File: src/hw/zports_config.svh
`ifndef ZPORTS_CONFIG_SVH
`define ZPORTS_CONFIG_SVH

// low address byte of each decoded port
`define ZP_PORT_FE   8'hFE   // border, beeper, keyboard
`define ZP_PORT_FD   8'hFD   // 7ffd paging
`define ZP_PORT_F7   8'hF7   // eff7 paging
`define ZP_NIDE10    8'h10   // ide data low, also base of the even ports
`define ZP_NIDE11    8'h11   // ide data high
`define ZP_NIDE_C8   8'hC8   // ide control block
`define ZP_KJOY      8'h1F   // kempston joystick
`define ZP_KMOUSE    8'hDF   // kempston mouse
`define ZP_SD0       8'h0F   // soundrive channels
`define ZP_SD1       8'h1F
`define ZP_SD2       8'h4F
`define ZP_SD3       8'h5F
`define ZP_CVX1      8'hFB   // covox
`define ZP_CVX2      8'hDD

// extended register pair, full address
`define ZP_XT_ADDR   16'h55FF
`define ZP_XT_DATA   16'h56FF

`define ZP_BORDER_W  6       // border colour bits
`define ZP_OPEN_BUS  8'hFF   // floating bus
`define ZP_PAGE_RST  8'h00   // paging registers after reset

`endif

File: src/hw/zports_bus_pkg.sv
`default_nettype none

////////////////////////////////////////////////////////////
// z80 bus side types
////////////////////////////////////////////////////////////

package zports_bus_pkg;

	// data bus byte
	typedef logic [7:0] zbyte_t;

	// full cpu address, port number in the low byte
	typedef logic [15:0] zaddr_t;

	// ide data bus
	// high byte is latched or pre-written, low byte goes straight through
	typedef logic [15:0] ide_word_t;

endpackage

`default_nettype wire

File: src/hw/zports_regs_pkg.sv
`default_nettype none

`include "zports_config.svh"

////////////////////////////////////////////////////////////
// internal register types
////////////////////////////////////////////////////////////

package zports_regs_pkg;

	// index written at 55ff
	typedef enum logic [7:0] {
		XBorder = 8'h00,   // border colour
		VConfig = 8'h08,   // video mode
		PalAddr = 8'h09,   // palette ram address
		PalData = 8'h0A,   // palette write pulse
		SFAddr  = 8'h0B,   // sprite file address
		SFData  = 8'h0C    // sprite file write pulse
	} xt_reg_t;

	typedef logic [7:0] sample_t;                  // one dac channel
	typedef logic [`ZP_BORDER_W-1:0] border_t;     // border colour
	typedef logic [7:0] page_reg_t;                // 7ffd / eff7

endpackage

`default_nettype wire

File: src/hw/ide_bridge.sv
`timescale 1ns/10ps
`default_nettype none

`include "zports_config.svh"

module ide_bridge
	import zports_bus_pkg::*;
(
	input  logic      zclk,
	input  logic      rst_n,
	input  zaddr_t    a,
	input  zbyte_t    din,
	input  logic      iorq_n,
	input  logic      rd_n,
	input  logic      wr_n,
	input  logic      port_wr,
	input  logic      port_rd,
	input  logic      ide_sel,      // physical ide port addressed
	input  ide_word_t idein,
	output ide_word_t ideout,
	output logic      idedataout,   // low while the drive puts data out
	output logic [2:0] ide_a,
	output logic      ide_cs0_n,
	output logic      ide_cs1_n,
	output logic      ide_rd_n,
	output logic      ide_wr_n,
	output zbyte_t    ide_rd_data
);

	logic      is_10;
	logic      is_11;
	logic      ide_acc;     // any ide access strobe
	logic      lo_rd;       // low byte read, catch the high byte
	logic      rd_trig;     // divide read trigger
	logic      wrlo_trig;   // divide write trigger
	logic      wrhi_trig;   // normal write trigger
	logic      rd_hold;     // trigger frozen for the bus cycle
	logic      wrlo_hold;
	logic      wrhi_hold;
	ide_word_t wr_word;     // pre-written half of the word
	zbyte_t    hi_in;       // high byte kept from the drive

	assign is_10   = (a[7:0] == `ZP_NIDE10);
	assign is_11   = (a[7:0] == `ZP_NIDE11);
	assign ide_acc = (ide_sel || is_11) && (port_rd || port_wr);
	assign lo_rd   = port_rd && is_10 && !rd_trig;

	////////////////////////////////////////////////////////////
	// nemo / divide triggers
	////////////////////////////////////////////////////////////

	// normal rd #10 #11   divide rd #10 #10
	// normal wr #11 #10   divide wr #10 #10
	always_ff @(posedge zclk or negedge rst_n)
	begin
		if (!rst_n)
		begin
			rd_trig   <= 1'b0;
			wrlo_trig <= 1'b0;
			wrhi_trig <= 1'b0;
		end
		else
		begin
			if (lo_rd)
				rd_trig <= 1'b1;           // next #10 read gives the high byte
			else if (ide_acc)
				rd_trig <= 1'b0;
			if (ide_acc)
			begin
				wrhi_trig <= is_11 && port_wr;
				wrlo_trig <= is_10 && port_wr && !wrhi_trig && !wrlo_trig;
			end
		end
	end

	// copies only follow between bus cycles
	always_ff @(posedge zclk or negedge rst_n)
	begin
		if (!rst_n)
		begin
			rd_hold   <= 1'b0;
			wrlo_hold <= 1'b0;
			wrhi_hold <= 1'b0;
		end
		else
		begin
			if (rd_n)
				rd_hold <= rd_trig;
			if (wr_n)
			begin
				wrlo_hold <= wrlo_trig;
				wrhi_hold <= wrhi_trig;
			end
		end
	end

	always_ff @(posedge zclk)
	begin
		if (port_wr && is_11)
			wr_word[15:8] <= din;
		if (port_wr && is_10 && !wrlo_trig)
			wr_word[7:0] <= din;           // divide low byte, no drive cycle
		if (lo_rd)
			hi_in <= idein[15:8];
	end

	////////////////////////////////////////////////////////////
	// drive side
	////////////////////////////////////////////////////////////

	assign ide_a     = a[7:5];
	assign ide_cs0_n = ~(ide_sel && (a[7:0] != `ZP_NIDE_C8));
	assign ide_cs1_n = ~(ide_sel && (a[7:0] == `ZP_NIDE_C8));   // control block

	// second divide read is served from hi_in
	assign ide_rd_n = iorq_n | rd_n | ~ide_sel | (rd_hold & is_10);
	// first divide write only fills wr_word
	assign ide_wr_n = iorq_n | wr_n | ~ide_sel | (is_10 & ~wrlo_hold & ~wrhi_hold);
	assign idedataout = ide_rd_n;

	assign ideout[15:8] = wrhi_hold ? wr_word[15:8] : din;
	assign ideout[7:0]  = wrlo_hold ? wr_word[7:0] : din;

	always_comb
	begin
		if (is_11 || (rd_hold && is_10))
			ide_rd_data = hi_in;
		else
			ide_rd_data = idein[7:0];
	end

endmodule

`default_nettype wire

File: src/hw/io_strobe_gen.sv
`timescale 1ns/10ps
`default_nettype none

module io_strobe_gen
(
	input  logic zclk,
	input  logic rst_n,
	input  logic iorq_n,
	input  logic rd_n,
	input  logic wr_n,
	output logic port_wr,   // one clock per io write
	output logic port_rd    // one clock per io read
);

	logic wr_cyc_s;   // io write seen
	logic wr_cyc_d;
	logic rd_cyc_s;   // io read seen
	logic rd_cyc_d;

	// sample the bus, then strobe on the rising edge of the sampled flag
	always_ff @(posedge zclk or negedge rst_n)
	begin
		if (!rst_n)
		begin
			wr_cyc_s <= 1'b0;
			wr_cyc_d <= 1'b0;
			rd_cyc_s <= 1'b0;
			rd_cyc_d <= 1'b0;
			port_wr  <= 1'b0;
			port_rd  <= 1'b0;
		end
		else
		begin
			wr_cyc_s <= ~(iorq_n | wr_n);
			rd_cyc_s <= ~(iorq_n | rd_n);
			wr_cyc_d <= wr_cyc_s;
			rd_cyc_d <= rd_cyc_s;
			port_wr  <= wr_cyc_s & ~wr_cyc_d;   // no repeat till cycle ends
			port_rd  <= rd_cyc_s & ~rd_cyc_d;
		end
	end

endmodule

`default_nettype wire

File: src/hw/mem_paging.sv
`timescale 1ns/10ps
`default_nettype none

`include "zports_config.svh"

module mem_paging
	import zports_bus_pkg::*;
	import zports_regs_pkg::*;
(
	input  logic      zclk,
	input  logic      rst_n,
	input  zaddr_t    a,
	input  zbyte_t    din,
	input  logic [1:0] rstrom,   // rom choice at reset
	input  logic      fd_wr,
	input  logic      f7_wr,
	output page_reg_t p7ffd,
	output page_reg_t peff7
);

	logic      rst_s1;     // reset sync stages
	logic      rst_s2;
	page_reg_t p7ffd_r;
	page_reg_t peff7_r;
	logic      rom_bit;    // 7ffd bit 4
	logic      lock;       // 1mb off
	logic      fd_ok;

	always_ff @(posedge zclk or negedge rst_n)
	begin
		if (!rst_n)
		begin
			rst_s1 <= 1'b1;
			rst_s2 <= 1'b1;
		end
		else
		begin
			rst_s1 <= 1'b0;
			rst_s2 <= rst_s1;   // two clocks after release
		end
	end

	assign lock  = peff7_r[2];
	assign fd_ok = fd_wr && !a[15] && !(p7ffd_r[5] && lock);   // 48k lock

	always_ff @(posedge zclk or negedge rst_n)
	begin
		if (!rst_n)
		begin
			p7ffd_r <= `ZP_PAGE_RST;
			peff7_r <= `ZP_PAGE_RST;
		end
		else
		begin
			if (fd_ok)
				p7ffd_r <= din;   // page, screen, rom, lock
			if (f7_wr && !a[12])
				peff7_r <= din;
		end
	end

	// rom select loaded from outside while reset settles
	always_ff @(posedge zclk)
	begin
		if (rst_s2)
			rom_bit <= rstrom[0];
		else if (fd_ok)
			rom_bit <= din[4];
	end

	assign p7ffd = lock ? {3'b000, rom_bit, p7ffd_r[3:0]} :
	                      {p7ffd_r[7:5], rom_bit, p7ffd_r[3:0]};
	assign peff7 = lock ? {peff7_r[7], 1'b0, peff7_r[5:4], 3'b000, peff7_r[0]} : peff7_r;

endmodule

`default_nettype wire

File: src/hw/port_decode.sv
`timescale 1ns/10ps
`default_nettype none

`include "zports_config.svh"

module port_decode
	import zports_bus_pkg::*;
(
	input  zaddr_t     a,
	input  logic       dos,         // shadow mode
	input  logic       iorq_n,
	input  logic       rd_n,
	input  logic       port_wr,
	input  logic       port_rd,
	input  logic [4:0] keys_in,
	input  logic       tape_read,
	input  logic [4:0] kj_in,
	input  zbyte_t     mus_in,
	input  zbyte_t     ide_rd_data,
	output logic       porthit,
	output logic       dataout,
	output zbyte_t     dout,
	output logic       ide_sel,
	output logic       fe_wr,
	output logic       fd_wr,
	output logic       f7_wr,
	output logic       cv_wr,
	output logic       sd_wr,
	output logic       xt_addr_wr,
	output logic       xt_data_wr
);

	zbyte_t loa;      // port number
	logic   ide_any;  // physical ide ports plus #11
	logic   sd_hit;
	logic   cv_hit;
	logic   xt_hit;
	logic   rd_cyc;

	assign loa = a[7:0];

	// even ide ports 10,30..f0 share the low five bits
	assign ide_sel = ((loa & 8'h1F) == `ZP_NIDE10) || (loa == `ZP_NIDE_C8);
	assign ide_any = ide_sel || (loa == `ZP_NIDE11);

	assign sd_hit = (loa == `ZP_SD0) || (loa == `ZP_SD1) ||
	                (loa == `ZP_SD2) || (loa == `ZP_SD3);
	assign cv_hit = (loa == `ZP_CVX1) || (loa == `ZP_CVX2);
	assign xt_hit = (a == `ZP_XT_ADDR) || (a == `ZP_XT_DATA);

	////////////////////////////////////////////////////////////
	// hit and read side
	////////////////////////////////////////////////////////////

	always_comb
	begin
		porthit = (loa == `ZP_PORT_FE) || (loa == `ZP_PORT_FD) || ide_any ||
		          (loa == `ZP_KMOUSE) || cv_hit || xt_hit;
		if (!dos) // joystick, eff7 and soundrive hidden in shadow
			porthit = porthit || (loa == `ZP_KJOY) || (loa == `ZP_PORT_F7) || sd_hit;
	end

	assign rd_cyc  = ~iorq_n & ~rd_n;
	assign dataout = porthit & (rd_cyc | port_rd);   // held through the strobe edge

	always_comb
	begin
		if (loa == `ZP_PORT_FE)
			dout = {1'b1, tape_read, 1'b0, keys_in};
		else if (ide_any)
			dout = ide_rd_data;    // even or odd byte from the bridge
		else if (loa == `ZP_KJOY)
			dout = {3'b000, kj_in};
		else if (loa == `ZP_KMOUSE)
			dout = mus_in;
		else
			dout = `ZP_OPEN_BUS;
	end

	////////////////////////////////////////////////////////////
	// write strobes
	////////////////////////////////////////////////////////////

	assign fe_wr      = port_wr && (loa == `ZP_PORT_FE);
	assign fd_wr      = port_wr && (loa == `ZP_PORT_FD);    // a15 checked in paging
	assign f7_wr      = port_wr && (loa == `ZP_PORT_F7) && !dos;
	assign cv_wr      = port_wr && cv_hit;
	assign sd_wr      = port_wr && sd_hit && !dos;
	assign xt_addr_wr = port_wr && (a == `ZP_XT_ADDR);
	assign xt_data_wr = port_wr && (a == `ZP_XT_DATA);

endmodule

`default_nettype wire

File: src/hw/sound_border.sv
`timescale 1ns/10ps
`default_nettype none

`include "zports_config.svh"

module sound_border
	import zports_bus_pkg::*;
	import zports_regs_pkg::*;
(
	input  logic    zclk,
	input  logic    rst_n,
	input  zaddr_t  a,
	input  zbyte_t  din,
	input  logic    fe_wr,
	input  logic    cv_wr,
	input  logic    sd_wr,
	input  logic    xt_addr_wr,
	input  logic    xt_data_wr,
	output border_t border,
	output sample_t psd0,
	output sample_t psd1,
	output sample_t psd2,
	output sample_t psd3,
	output zbyte_t  vcfg,
	output zbyte_t  sp_wa,     // palette address
	output logic    sp_we,
	output zbyte_t  sf_wa,     // sprite file address
	output logic    sf_we
);

	xt_reg_t xt_idx;   // extended register index

	always_ff @(posedge zclk or negedge rst_n)
	begin
		if (!rst_n)
		begin
			border <= '0;
			psd0   <= '0;
			psd1   <= '0;
			psd2   <= '0;
			psd3   <= '0;
			vcfg   <= '0;
			xt_idx <= XBorder;
		end
		else
		begin
			if (xt_addr_wr)
				xt_idx <= xt_reg_t'(din);
			if (fe_wr) // beeper on 0..1, tape out on 3
			begin
				psd0   <= {8{din[4]}};
				psd1   <= {8{din[4]}};
				psd2   <= {din[4], {7{din[3]}}};
				psd3   <= {8{din[3]}};
				border <= {din[1], 1'b0, din[2], 1'b0, din[0], 1'b0};   // grb in high bits
			end
			if (cv_wr) // covox drives every channel
			begin
				psd0 <= din;
				psd1 <= din;
				psd2 <= din;
				psd3 <= din;
			end
			if (sd_wr)
			begin
				case (a[7:0])
					`ZP_SD0: psd0 <= din;
					`ZP_SD1: psd1 <= din;
					`ZP_SD2: psd2 <= din;
					`ZP_SD3: psd3 <= din;
					default: ;
				endcase
			end
			if (xt_data_wr)
			begin
				case (xt_idx)
					XBorder: border <= din[`ZP_BORDER_W-1:0];
					VConfig: vcfg   <= din;
					default: ;
				endcase
			end
		end
	end

	////////////////////////////////////////////////////////////
	// palette and sprite file address
	////////////////////////////////////////////////////////////

	always_ff @(posedge zclk)
	begin
		if (xt_data_wr && (xt_idx == PalAddr))
			sp_wa <= din;
		if (xt_data_wr && (xt_idx == SFAddr))
			sf_wa <= din;
	end

	assign sp_we = xt_data_wr && (xt_idx == PalData);   // data itself is din
	assign sf_we = xt_data_wr && (xt_idx == SFData);

endmodule

`default_nettype wire

File: src/hw/zports.sv
`timescale 1ns/10ps
`default_nettype none

module zports
	import zports_bus_pkg::*;
	import zports_regs_pkg::*;
(
	input  logic       zclk,
	input  logic       rst_n,
	input  zaddr_t     a,
	input  zbyte_t     din,
	output zbyte_t     dout,
	output logic       dataout,     // cpu reads from us
	input  logic       iorq_n,
	input  logic       rd_n,
	input  logic       wr_n,
	output logic       porthit,     // steers the external iorq
	output ide_word_t  ideout,
	input  ide_word_t  idein,
	output logic       idedataout,
	output logic [2:0] ide_a,
	output logic       ide_cs0_n,
	output logic       ide_cs1_n,
	output logic       ide_rd_n,
	output logic       ide_wr_n,
	input  logic [4:0] keys_in,
	input  zbyte_t     mus_in,
	input  logic [4:0] kj_in,
	input  logic       tape_read,
	input  logic       dos,
	input  logic [1:0] rstrom,
	output border_t    border,
	output sample_t    psd0,
	output sample_t    psd1,
	output sample_t    psd2,
	output sample_t    psd3,
	output page_reg_t  p7ffd,
	output page_reg_t  peff7,
	output zbyte_t     vcfg,
	output zbyte_t     sp_wa,
	output logic       sp_we,
	output zbyte_t     sf_wa,
	output logic       sf_we
);

	logic   port_wr;
	logic   port_rd;
	logic   ide_sel;
	zbyte_t ide_rd_data;
	logic   fe_wr;
	logic   fd_wr;
	logic   f7_wr;
	logic   cv_wr;
	logic   sd_wr;
	logic   xt_addr_wr;
	logic   xt_data_wr;

	io_strobe_gen u_strobe
	(
		.zclk    (zclk),
		.rst_n   (rst_n),
		.iorq_n  (iorq_n),
		.rd_n    (rd_n),
		.wr_n    (wr_n),
		.port_wr (port_wr),
		.port_rd (port_rd)
	);

	port_decode u_decode
	(
		.a           (a),
		.dos         (dos),
		.iorq_n      (iorq_n),
		.rd_n        (rd_n),
		.port_wr     (port_wr),
		.port_rd     (port_rd),
		.keys_in     (keys_in),
		.tape_read   (tape_read),
		.kj_in       (kj_in),
		.mus_in      (mus_in),
		.ide_rd_data (ide_rd_data),
		.porthit     (porthit),
		.dataout     (dataout),
		.dout        (dout),
		.ide_sel     (ide_sel),
		.fe_wr       (fe_wr),
		.fd_wr       (fd_wr),
		.f7_wr       (f7_wr),
		.cv_wr       (cv_wr),
		.sd_wr       (sd_wr),
		.xt_addr_wr  (xt_addr_wr),
		.xt_data_wr  (xt_data_wr)
	);

	ide_bridge u_ide
	(
		.zclk        (zclk),
		.rst_n       (rst_n),
		.a           (a),
		.din         (din),
		.iorq_n      (iorq_n),
		.rd_n        (rd_n),
		.wr_n        (wr_n),
		.port_wr     (port_wr),
		.port_rd     (port_rd),
		.ide_sel     (ide_sel),
		.idein       (idein),
		.ideout      (ideout),
		.idedataout  (idedataout),
		.ide_a       (ide_a),
		.ide_cs0_n   (ide_cs0_n),
		.ide_cs1_n   (ide_cs1_n),
		.ide_rd_n    (ide_rd_n),
		.ide_wr_n    (ide_wr_n),
		.ide_rd_data (ide_rd_data)
	);

	mem_paging u_paging
	(
		.zclk   (zclk),
		.rst_n  (rst_n),
		.a      (a),
		.din    (din),
		.rstrom (rstrom),
		.fd_wr  (fd_wr),
		.f7_wr  (f7_wr),
		.p7ffd  (p7ffd),
		.peff7  (peff7)
	);

	sound_border u_sound
	(
		.zclk       (zclk),
		.rst_n      (rst_n),
		.a          (a),
		.din        (din),
		.fe_wr      (fe_wr),
		.cv_wr      (cv_wr),
		.sd_wr      (sd_wr),
		.xt_addr_wr (xt_addr_wr),
		.xt_data_wr (xt_data_wr),
		.border     (border),
		.psd0       (psd0),
		.psd1       (psd1),
		.psd2       (psd2),
		.psd3       (psd3),
		.vcfg       (vcfg),
		.sp_wa      (sp_wa),
		.sp_we      (sp_we),
		.sf_wa      (sf_wa),
		.sf_we      (sf_we)
	);

endmodule

`default_nettype wire

File: config.mk
export PLATFORM = sky130hd
export DESIGN_NAME = zports
export DESIGN_NICKNAME = d
export VERILOG_FILES = /design/src/hw/zports_bus_pkg.sv /design/src/hw/zports_regs_pkg.sv /design/src/hw/ide_bridge.sv /design/src/hw/io_strobe_gen.sv /design/src/hw/mem_paging.sv /design/src/hw/port_decode.sv /design/src/hw/sound_border.sv /design/src/hw/zports.sv
export VERILOG_INCLUDE_DIRS = /design/src /design/src/hw
export SDC_FILE = /design/constraint.sdc
export NUM_CORES = 1
export LEC_CHECK = 0
export ABC_AREA = 1
export BUFFER_PORTS_ARGS = -buffer_cell sky130_fd_sc_hd__buf_2
export CAP_MARGIN = 0
export CORE_MARGIN = 4
export CORE_UTILIZATION = 56
export DETAILED_ROUTE_END_ITERATION = 7
export MAX_ROUTING_LAYER = met4
export PLACE_DENSITY = 0.95
export SYNTH_ARGS = -nofsm -noshare
export SYNTH_HDL_FRONTEND = slang
export SYNTH_SLANG_ARGS = --single-unit
File: constraint.sdc
create_clock -name zclk -period 5.4 [get_ports zclk]
set_input_delay 0.54 -clock zclk [delete_from_list [all_inputs] [get_ports zclk]]
set_output_delay 0.54 -clock zclk [all_outputs]
set_load 0.005 [all_outputs]
Yosys cells after proc, flatten, opt, wreduce, memory -nomap -nowiden
Index checks and enable logic that the tools add are counted.

storage, ports and cells
  flip-flop bits (word level) = 125
  input bits = 67

cells by class
  equality and inequality tests = 22
  multiplexer cells = 33
  bitwise gates (word level) = 25
  reductions and logical operators = 56

operator list
  operator                number
  $mux W8                 24
  $eq A8 B8 Y1 const B    7
  $eq A8 B4 Y1 const B    6
  $eq A16 B15 Y1 const B  2
  $logic_and A1 B1 Y1     28
  $eq A8 B5 Y1 const B    3
  $mux W6                 3
  $logic_or A1 B1 Y1      17
  $eq A8 B7 Y1 const B    2
  $not A1 Y1              11
  $logic_not A8 Y1        1
  $ne A8 B8 Y1 const B    1
  $and A1 B1 Y1           7
  $logic_not A1 Y1        7
  $mux W7                 1
  $or A1 B1 Y1            7
  $eq A5 B5 Y1 const B    1
  $mux W1                 5
  $reduce_bool A2 Y1      2
  $reduce_and A2 Y1       1

Depth between registers and ports, before layout
Gate-level depths: netlist of the first run.

  depth after elaboration = 12
  mapped depth = 10
  depth with buffers taken out = 10

By module
Synthesis of the first run repeated with hierarchy kept, for this count alone.

second synthesis, totals
  cells, all modules = 789
  area total of the unflattened synthesis = 6436.2 µm²

by module, submodules not included
  module         instances  cells an instance  area each (µm²)  seq. area each (µm²)
  sound_border   1          386                3291.9           1831.8
  ide_bridge     1          161                1519.0           870.8
  mem_paging     1          98                 865.8            457.9
  port_decode    1          132                581.8            0.0
  io_strobe_gen  1          12                 177.7            150.1

Worst setup path after synthesis of the first run
No wires, ideal clock.

  path type = input port to output port
  start point = input a[7]
  end point = output dout[7]
  arrival = 1.666 ns
  required time = 4.860 ns
  path slack = 3.194 ns
  stages = 7
  path buffers = 0
  cell sequence = inv_1 nand2_1 nor2_1 nand3_1 nand2_2 o21ai_0 o21ai_0

on the way
  word-level cells in the longest chain between the ends = 6

ends and longest elaborated chain
  item                           line               text
  start, declared                zports.sv:10       input zaddr_t a,
  $eq A8 B5 Y1 (no source line)  n/a
  $logic_and A1 B1 Y1            ide_bridge.sv:126  if (is_11 || (rd_hold && is_10))
  $logic_or A1 B1 Y1             ide_bridge.sv:126
  $mux W8                        ide_bridge.sv:126
  $mux W8                        port_decode.sv:70  else if (ide_any)
  $mux W8 *                      port_decode.sv:68  if (loa == `ZP_PORT_FE)
  end, declared                  zports.sv:12       output zbyte_t dout,

Mark *: on every way between the ends. The rest lies on a longest branch, timed or not.

Worst setup path after layout of the first run
  start point = input a[7]
  end point = output dout[5]

The elaborated chain is that of the path after synthesis.

==> flow_metrics.env, run 1 <==
export IMPL_post_cts_buffers=0
export IMPL_reg2regPathDepth=4
export IMPL_crit_path_start="a[7]"
export IMPL_regArea_sq_um=3310
export IMPL_numCtsBuffers=17
export IMPL_cts_tree="built"
export IMPL_clock_path_buffers=2
export IMPL_critPathKind="in2out"
export IMPL_grt_ovfl_total=0
export IMPL_port_buffers=178
export IMPL_cts_sinks=124
export IMPL_drtIter0Drc=554
export IMPL_grt_max_degree=84
export IMPL_die_w_um=111
export IMPL_leakagePower_nw=4.05
export IMPL_setup_violations_final=0
export IMPL_worstSkewPairLatency_ps=520
export IMPL_ioPinCount=181
export IMPL_timing_rr_end="u_sound.sf_wa[3]"
export IMPL_rr_startpoint="u_strobe.port_wr"
export IMPL_yosys_area_share_xor_xnor_pct=0
export IMPL_drive_above_1_share_pct=27.6
export IMPL_path_clk_slew_ps=60
export IMPL_cp_max_fo=12
export IMPL_multiInputGateArea_sq_um=2190
export IMPL_place_congestion=0.887
export IMPL_synth_area_leader_cell="dfrtp_1"
export IMPL_clock_skew_ps=8.83
export IMPL_fin_setup_tns_ps=0
export IMPL_grt_antenna_before_repair=0
export IMPL_n_antenna_cell=0
export IMPL_postPlaceCellArea_sq_um=6850
export IMPL_hold_viol=0
export IMPL_dpl_hpwl_mm=11.4
export IMPL_startpoint_type="primary input"
export IMPL_vias=5449
export IMPL_fin_area_sq_um=7420
export IMPL_path_cells="buf_2, inv_1, nand2_1, nor2_1, nand2_1, nand3_1, nand3_1, a21oi_1, buf_2"
export IMPL_synthAdderAreaFrac_pct=0
export IMPL_grt_use_total_pct=26.8
export IMPL_switchingPower_w=0.000553
export IMPL_ir_drop_v=0.000231
export IMPL_synth_compound_area_share_pct=6.37
export IMPL_viasPerCell=5.31
export IMPL_ys_warn_count=0
export IMPL_drv_cap=0
export IMPL_clockRootBuffer="clkbuf_8"
export IMPL_die_area_sq_um=12400
export IMPL_h_tree_depth=4
export IMPL_layout_commonest_cell="nand2_1"
export IMPL_drt_first_pass_iters=5
export IMPL_reg2reg_slack_ps=3060
export IMPL_wl_mm=16.2
export IMPL_path_depth=9
export IMPL_syn_to_final_growth_pct=24.3
export IMPL_cts_resized=0
export IMPL_fin_crit_sh_pct=53.9
export IMPL_hold_class="in2async"
export IMPL_required_ps=4860
export IMPL_nFillCells=822
export IMPL_synthCells=712
export IMPL_synthTopCellsByArea="dfrtp_1 (34%), edfxtp_1 (21%), nand2_1 (16%), nand3_1 (5.8%), inv_1 (4.5%)"
export IMPL_wire_per_inst_um=15.8
export IMPL_synthSimpleGateAreaFrac_pct=30.2
export IMPL_postRouteAntennaNets=0
export IMPL_hold_buffers=0
export IMPL_core_area_sq_um=10400
export IMPL_grt_pass1_wl_mm=25.7
export IMPL_grt_pass1_vias=5197
export IMPL_clock_power_share_pct=48.6
export IMPL_fin_crit_ps=2910
export IMPL_avgSynthCellArea_sq_um=8.39
export IMPL_p_int_w=0.00172
export IMPL_cp_buffers_inverters=3
export IMPL_slew_viol_final=0
export IMPL_drc_errors=0
export IMPL_cp_arrival_ps=2370
export IMPL_largest_reg_flops=16
export IMPL_endpoint="dout[5]"
export IMPL_die_y_um=111
export IMPL_synth_seq_cells=124
export IMPL_synth_distinct_cells=32
export IMPL_synth_top_family_by_area="simple AND/OR/NAND/NOR gates"
export IMPL_switching_share_pct=24.4
export IMPL_synth_mux_area_fraction_pct=0
export IMPL_max_stage_delay_ps=360
export IMPL_rsz0062_at_grt="false"
export IMPL_final_cell_mix="nand2_1 (253), buf_2 (177), dfrtp_1 (81), inv_1 (71), nand3_1 (69)"
export IMPL_seq_area_frac_synth_pct=55.4
export IMPL_combPwrFrac_pct=6.9
export IMPL_slowest_stage="nand2_1"
export IMPL_worstMarginPinSlew_ps=1030
export IMPL_relSlewSlack_pct=31.1
export IMPL_fmax_ghz=0.343
export IMPL_fin_nets=944
export IMPL_end_kind="output port"
export IMPL_start_util_pct=57.6
export IMPL_fp_row_count=37
export IMPL_regMostFlops="u_ide.wr_word"
export IMPL_power_density_nw_per_um2=306
export IMPL_synth_top_area_share_pct=33.9
export IMPL_status="completed"
export IMPL_syn_cell_area_sq_um=5970
export IMPL_seqPwrFrac_pct=44.5
export IMPL_cp_top_family="simple AND/OR/NAND/NOR gates"
-- synthesized netlist by cell type --
library cell	n
or2_2	5
a21oi_1	9
nor2_4	3
nand2_1	253
or3_1	1
nand3_1	69
inv_1	71
conb_1	1
clkbuf_1	10
dfstp_2	2
nor2_1	46
nand2_2	9
nor4_2	1
dfrtp_1	81
buf_6	2
nor3_4	1
nor2_2	1
o21ai_1	8
nand4_1	10
and2_1	1
o211ai_1	1
nand3_4	1
nor3_1	6
nand3b_1	1
edfxtp_1	41
nand3_2	1
o21ai_2	8
buf_2	9
buf_4	14
nand4_2	3
o21ai_0	42
o31ai_1	1
-- routing by layer --
metal  vias up  routed length [um]  global-route usage [%]
met5         -                   0                       -
met2       279                8300                    44.5
met1      2518                6440                    33.1
met4         0                 318                    8.84
li1       2617                   -                       -
met3        35                1120                    5.62
-- logic make-up after synthesis --
logic type / Yosys count
flops: 124
buf+inv: 106
other cells: 1
simple gates: 412
compound gates: 69
-- power groups by stage --
stage	logic, W	registers (W)	clock network, W
2_1_floorplan	0.0000682	0.00102	0
3_3_place_gp	0.000150	0.00103	0
3_5_place_dp	0.000155	0.00103	0
4_1_cts	0.000156	0.00101	0.00111
5_1_grt	0.000176	0.00101	0.00116
6_report	0.000156	0.00101	0.00110
-- metrics by stage --
stage | power (W) | instances | utilization [%] | setup WS (ps) | hold slack [ps]
finish | 0.00227 | 1026 | 71.6 | 2490 | 185
global route | 0.00235 | 1026 | 71.6 | 2320 | 183
CTS | 0.00228 | 1026 | 71.6 | 2550 | 179
detailed placement | 0.00118 | 994 | 66.0 | 2550 | 347
global placement | 0.00118 | 994 | 66.0 | 2580 | 345
floorplan | 0.00109 | 713 | - | 3190 | 244
-- layout make-up --
cell class,instances,area share (%)
tap,136,2.29
inverter,71,3.59
clock buffer,17,5.58
clock inverter,15,2.19
timing repair buffer,180,12.2
multi-input combinational,483,29.5
sequential,124,44.6
-- worst min path at each step --
stage | depth (start not counted) | startpoint | endpoint | slack [ps]
after floorplan | 0 | rst_n | u_ide.rd_hold | 240
after global placement | 0 | u_paging.rst_s1 | u_paging.rst_s2 | 350
after detailed placement | 0 | u_paging.rst_s1 | u_paging.rst_s2 | 350
after CTS | 1 | idein[12] | u_ide.hi_in[4] | 180
after global routing | 1 | idein[8] | u_ide.hi_in[0] | 180
final | 1 | rst_n | u_paging.p7ffd_r[2] | 190
Power figures use the tool's default switching activity.
==> run 2: changes to the inputs <==
--- a/config.mk
+++ b/config.mk
@@ -10,10 +10,10 @@
 export BUFFER_PORTS_ARGS = -buffer_cell sky130_fd_sc_hd__buf_2
 export CAP_MARGIN = 0
 export CORE_MARGIN = 4
-export CORE_UTILIZATION = 56
+export CORE_UTILIZATION = 52
 export DETAILED_ROUTE_END_ITERATION = 7
 export MAX_ROUTING_LAYER = met4
-export PLACE_DENSITY = 0.95
+export PLACE_DENSITY = 0.92
 export SYNTH_ARGS = -nofsm -noshare
 export SYNTH_HDL_FRONTEND = slang
 export SYNTH_SLANG_ARGS = --single-unit
==> constraint.sdc (replaced) <==
create_clock -name zclk -period 2.8 [get_ports zclk]
set_input_delay 0.28 -clock zclk [delete_from_list [all_inputs] [get_ports zclk]]
set_output_delay 0.28 -clock zclk [all_outputs]
set_load 0.005 [all_outputs]
==> flow_metrics.env, run 2 (synthesis gave the netlist of run 1 again) <==
export IMPL_status="completed"
export IMPL_viasPerCell=5.21
export IMPL_end_kind="output port"
export IMPL_place_congestion=0.949
export IMPL_place_ws_ps=480
export IMPL_core_area_sq_um=11000
export IMPL_cts_sinks=124
export IMPL_fp_row_count=38
export IMPL_hold_viol=0
export IMPL_dp_cells=1005
export IMPL_clock_skew_ps=6.93
export IMPL_hold_class="in2reg"
export IMPL_post_cts_buffers=0
export IMPL_dpl_hpwl_mm=11.4
export IMPL_fin_crit_sh_pct=84.0
export IMPL_n_antenna_cell=0
export IMPL_grt_max_degree=84
export IMPL_clockRootBuffer="clkbuf_16"
export IMPL_fin_area_sq_um=7500
export IMPL_grt_antenna_before_repair=0
export IMPL_grt_pass1_wl_mm=25.5
export IMPL_final_cell_mix="nand2_1 (253), buf_2 (177), dfrtp_1 (81), inv_1 (71), nand3_1 (69)"
export IMPL_ir_drop_v=0.000407
export IMPL_layout_commonest_cell="nand2_1"
export IMPL_power_density_nw_per_um2=595
export IMPL_fin_setup_tns_ps=0
export IMPL_die_y_um=115
export IMPL_cp_arrival_ps=2070
export IMPL_drv_cap=0
export IMPL_largest_reg_flops=16
export IMPL_relSlewSlack_pct=30.2
export IMPL_drive_above_1_share_pct=28.2
export IMPL_wl_mm=16.4
export IMPL_cts_resized=0
export IMPL_drt_first_pass_iters=5
export IMPL_drc_errors=0
export IMPL_slowest_stage="nand2_1"
export IMPL_setup_ws_ps=448
export IMPL_setup_violations_final=0
export IMPL_grt_pass1_vias=5097
export IMPL_rsz0062_at_grt="false"
export IMPL_fin_nets=951
export IMPL_worstMarginPinSlew_ps=1050
export IMPL_syn_to_final_growth_pct=25.6
export IMPL_required_ps=2520
export IMPL_cp_buffers_inverters=3
export IMPL_ioPinCount=181
export IMPL_drtIter0Drc=477
export IMPL_startpoint_type="primary input"
export IMPL_vias=5403
export IMPL_nFillCells=890
export IMPL_critPathKind="in2out"
export IMPL_grt_use_total_pct=25.9
export IMPL_clock_path_buffers=2
export IMPL_postPlaceCellArea_sq_um=6900
export IMPL_cts_tree="built"
export IMPL_start_util_pct=54.2
export IMPL_hold_buffers=0
export IMPL_path_clk_slew_ps=50
export IMPL_path_cells="buf_2, inv_1, nand2_1, nor2_1, nand2_1, nand3_1, nand3_1, a21oi_1, buf_2"
export IMPL_worstSkewPairLatency_ps=400
export IMPL_regMostFlops="u_ide.wr_word"
export IMPL_power_total_w=0.00447
export IMPL_stdcell_count=1037
export IMPL_multiInputGateArea_sq_um=2190
export IMPL_wire_per_inst_um=15.9
export IMPL_h_tree_depth=4
export IMPL_die_w_um=115
export IMPL_fin_crit_ps=2350
export IMPL_port_buffers=178
export IMPL_cp_max_fo=12
export IMPL_slew_viol_final=0
export IMPL_die_area_sq_um=13300
export IMPL_fmax_ghz=0.425
export IMPL_numCtsBuffers=17
export IMPL_leakagePower_nw=4.09
export IMPL_regArea_sq_um=3310
export IMPL_postRouteAntennaNets=0
export IMPL_max_stage_delay_ps=350
export IMPL_grt_ovfl_total=0
export IMPL_cp_top_family="simple AND/OR/NAND/NOR gates"
run 2: changes by cell type in the layout (fill, tap and decap cells not counted):
cell / change
clkinv_4: -1
clkbuf_1: +1
clkinv_1: -1
clkbuf_16: +2
inv_6: -3
buf_4: +7
inv_8: -1
clkinvlp_4: +1
inv_4: +2
run 2: where the power goes:
part           leakage [nW]  internal (W)  switching (W)
registers              1.51       0.00192      0.0000292
logic                  2.29      0.000114       0.000190
clock network         0.293       0.00139       0.000823
run 2: through the flow:
| stage | hold WS (ps) | util [%] |
|---|---|---|
| after floorplan | -15.6 | - |
| after global placement | 346 | 62.6 |
| after detailed placement | 353 | 62.6 |
| after CTS | 35.7 | 68.0 |
| after global routing | 37.8 | 68.0 |
| final | 50.9 | 68.0 |
run 2: worst paths after layout:
kind | startpoint | end | slack (ps) | cells after the start
max | a[7] | dout[0] | 450 | 9
max in group asynchronous | rst_n | u_sound.psd0[4] | 2060 | 1
min | idein[15] | u_ide.hi_in[7] | 50 | 1
min in group asynchronous | rst_n | u_paging.p7ffd_r[2] | 60 | 1
min reg2reg | u_paging.rst_s1 | u_paging.rst_s2 | 360 | 0
max reg2reg | u_sound.xt_idx[5] | u_sound.border[1] | 980 | 6
run 2: routing by layer:
layer  part of all wire [%]  global-route usage [%]  wire [um]  up-vias
li1                       -                       -          -     2623
met1                     40                    31.9       6630     2479
met2                     50                    42.1       8230      258
met3                    6.7                    4.37       1110       43
met4                    2.8                    11.3        465        0
met5                      0                       -          0        -
run 2: layout make-up:
cell class,instances,share of cell area [%]
repair buffers,187,12.8
clock inverters,12,1.77
inverters,71,3.55
flip-flops and latches,124,44.1
multi-input cells,483,29.2
clock buffers,20,6.24
well taps,140,2.33
run 2: worst reg2reg max path, stage by stage (launching register included):
cell	delay [ps]
dfrtp_1	380
nor2_1	150
nand2_1	120
nor4_2	500
nand3_1	330
nand2_1	150
nand2_1	70
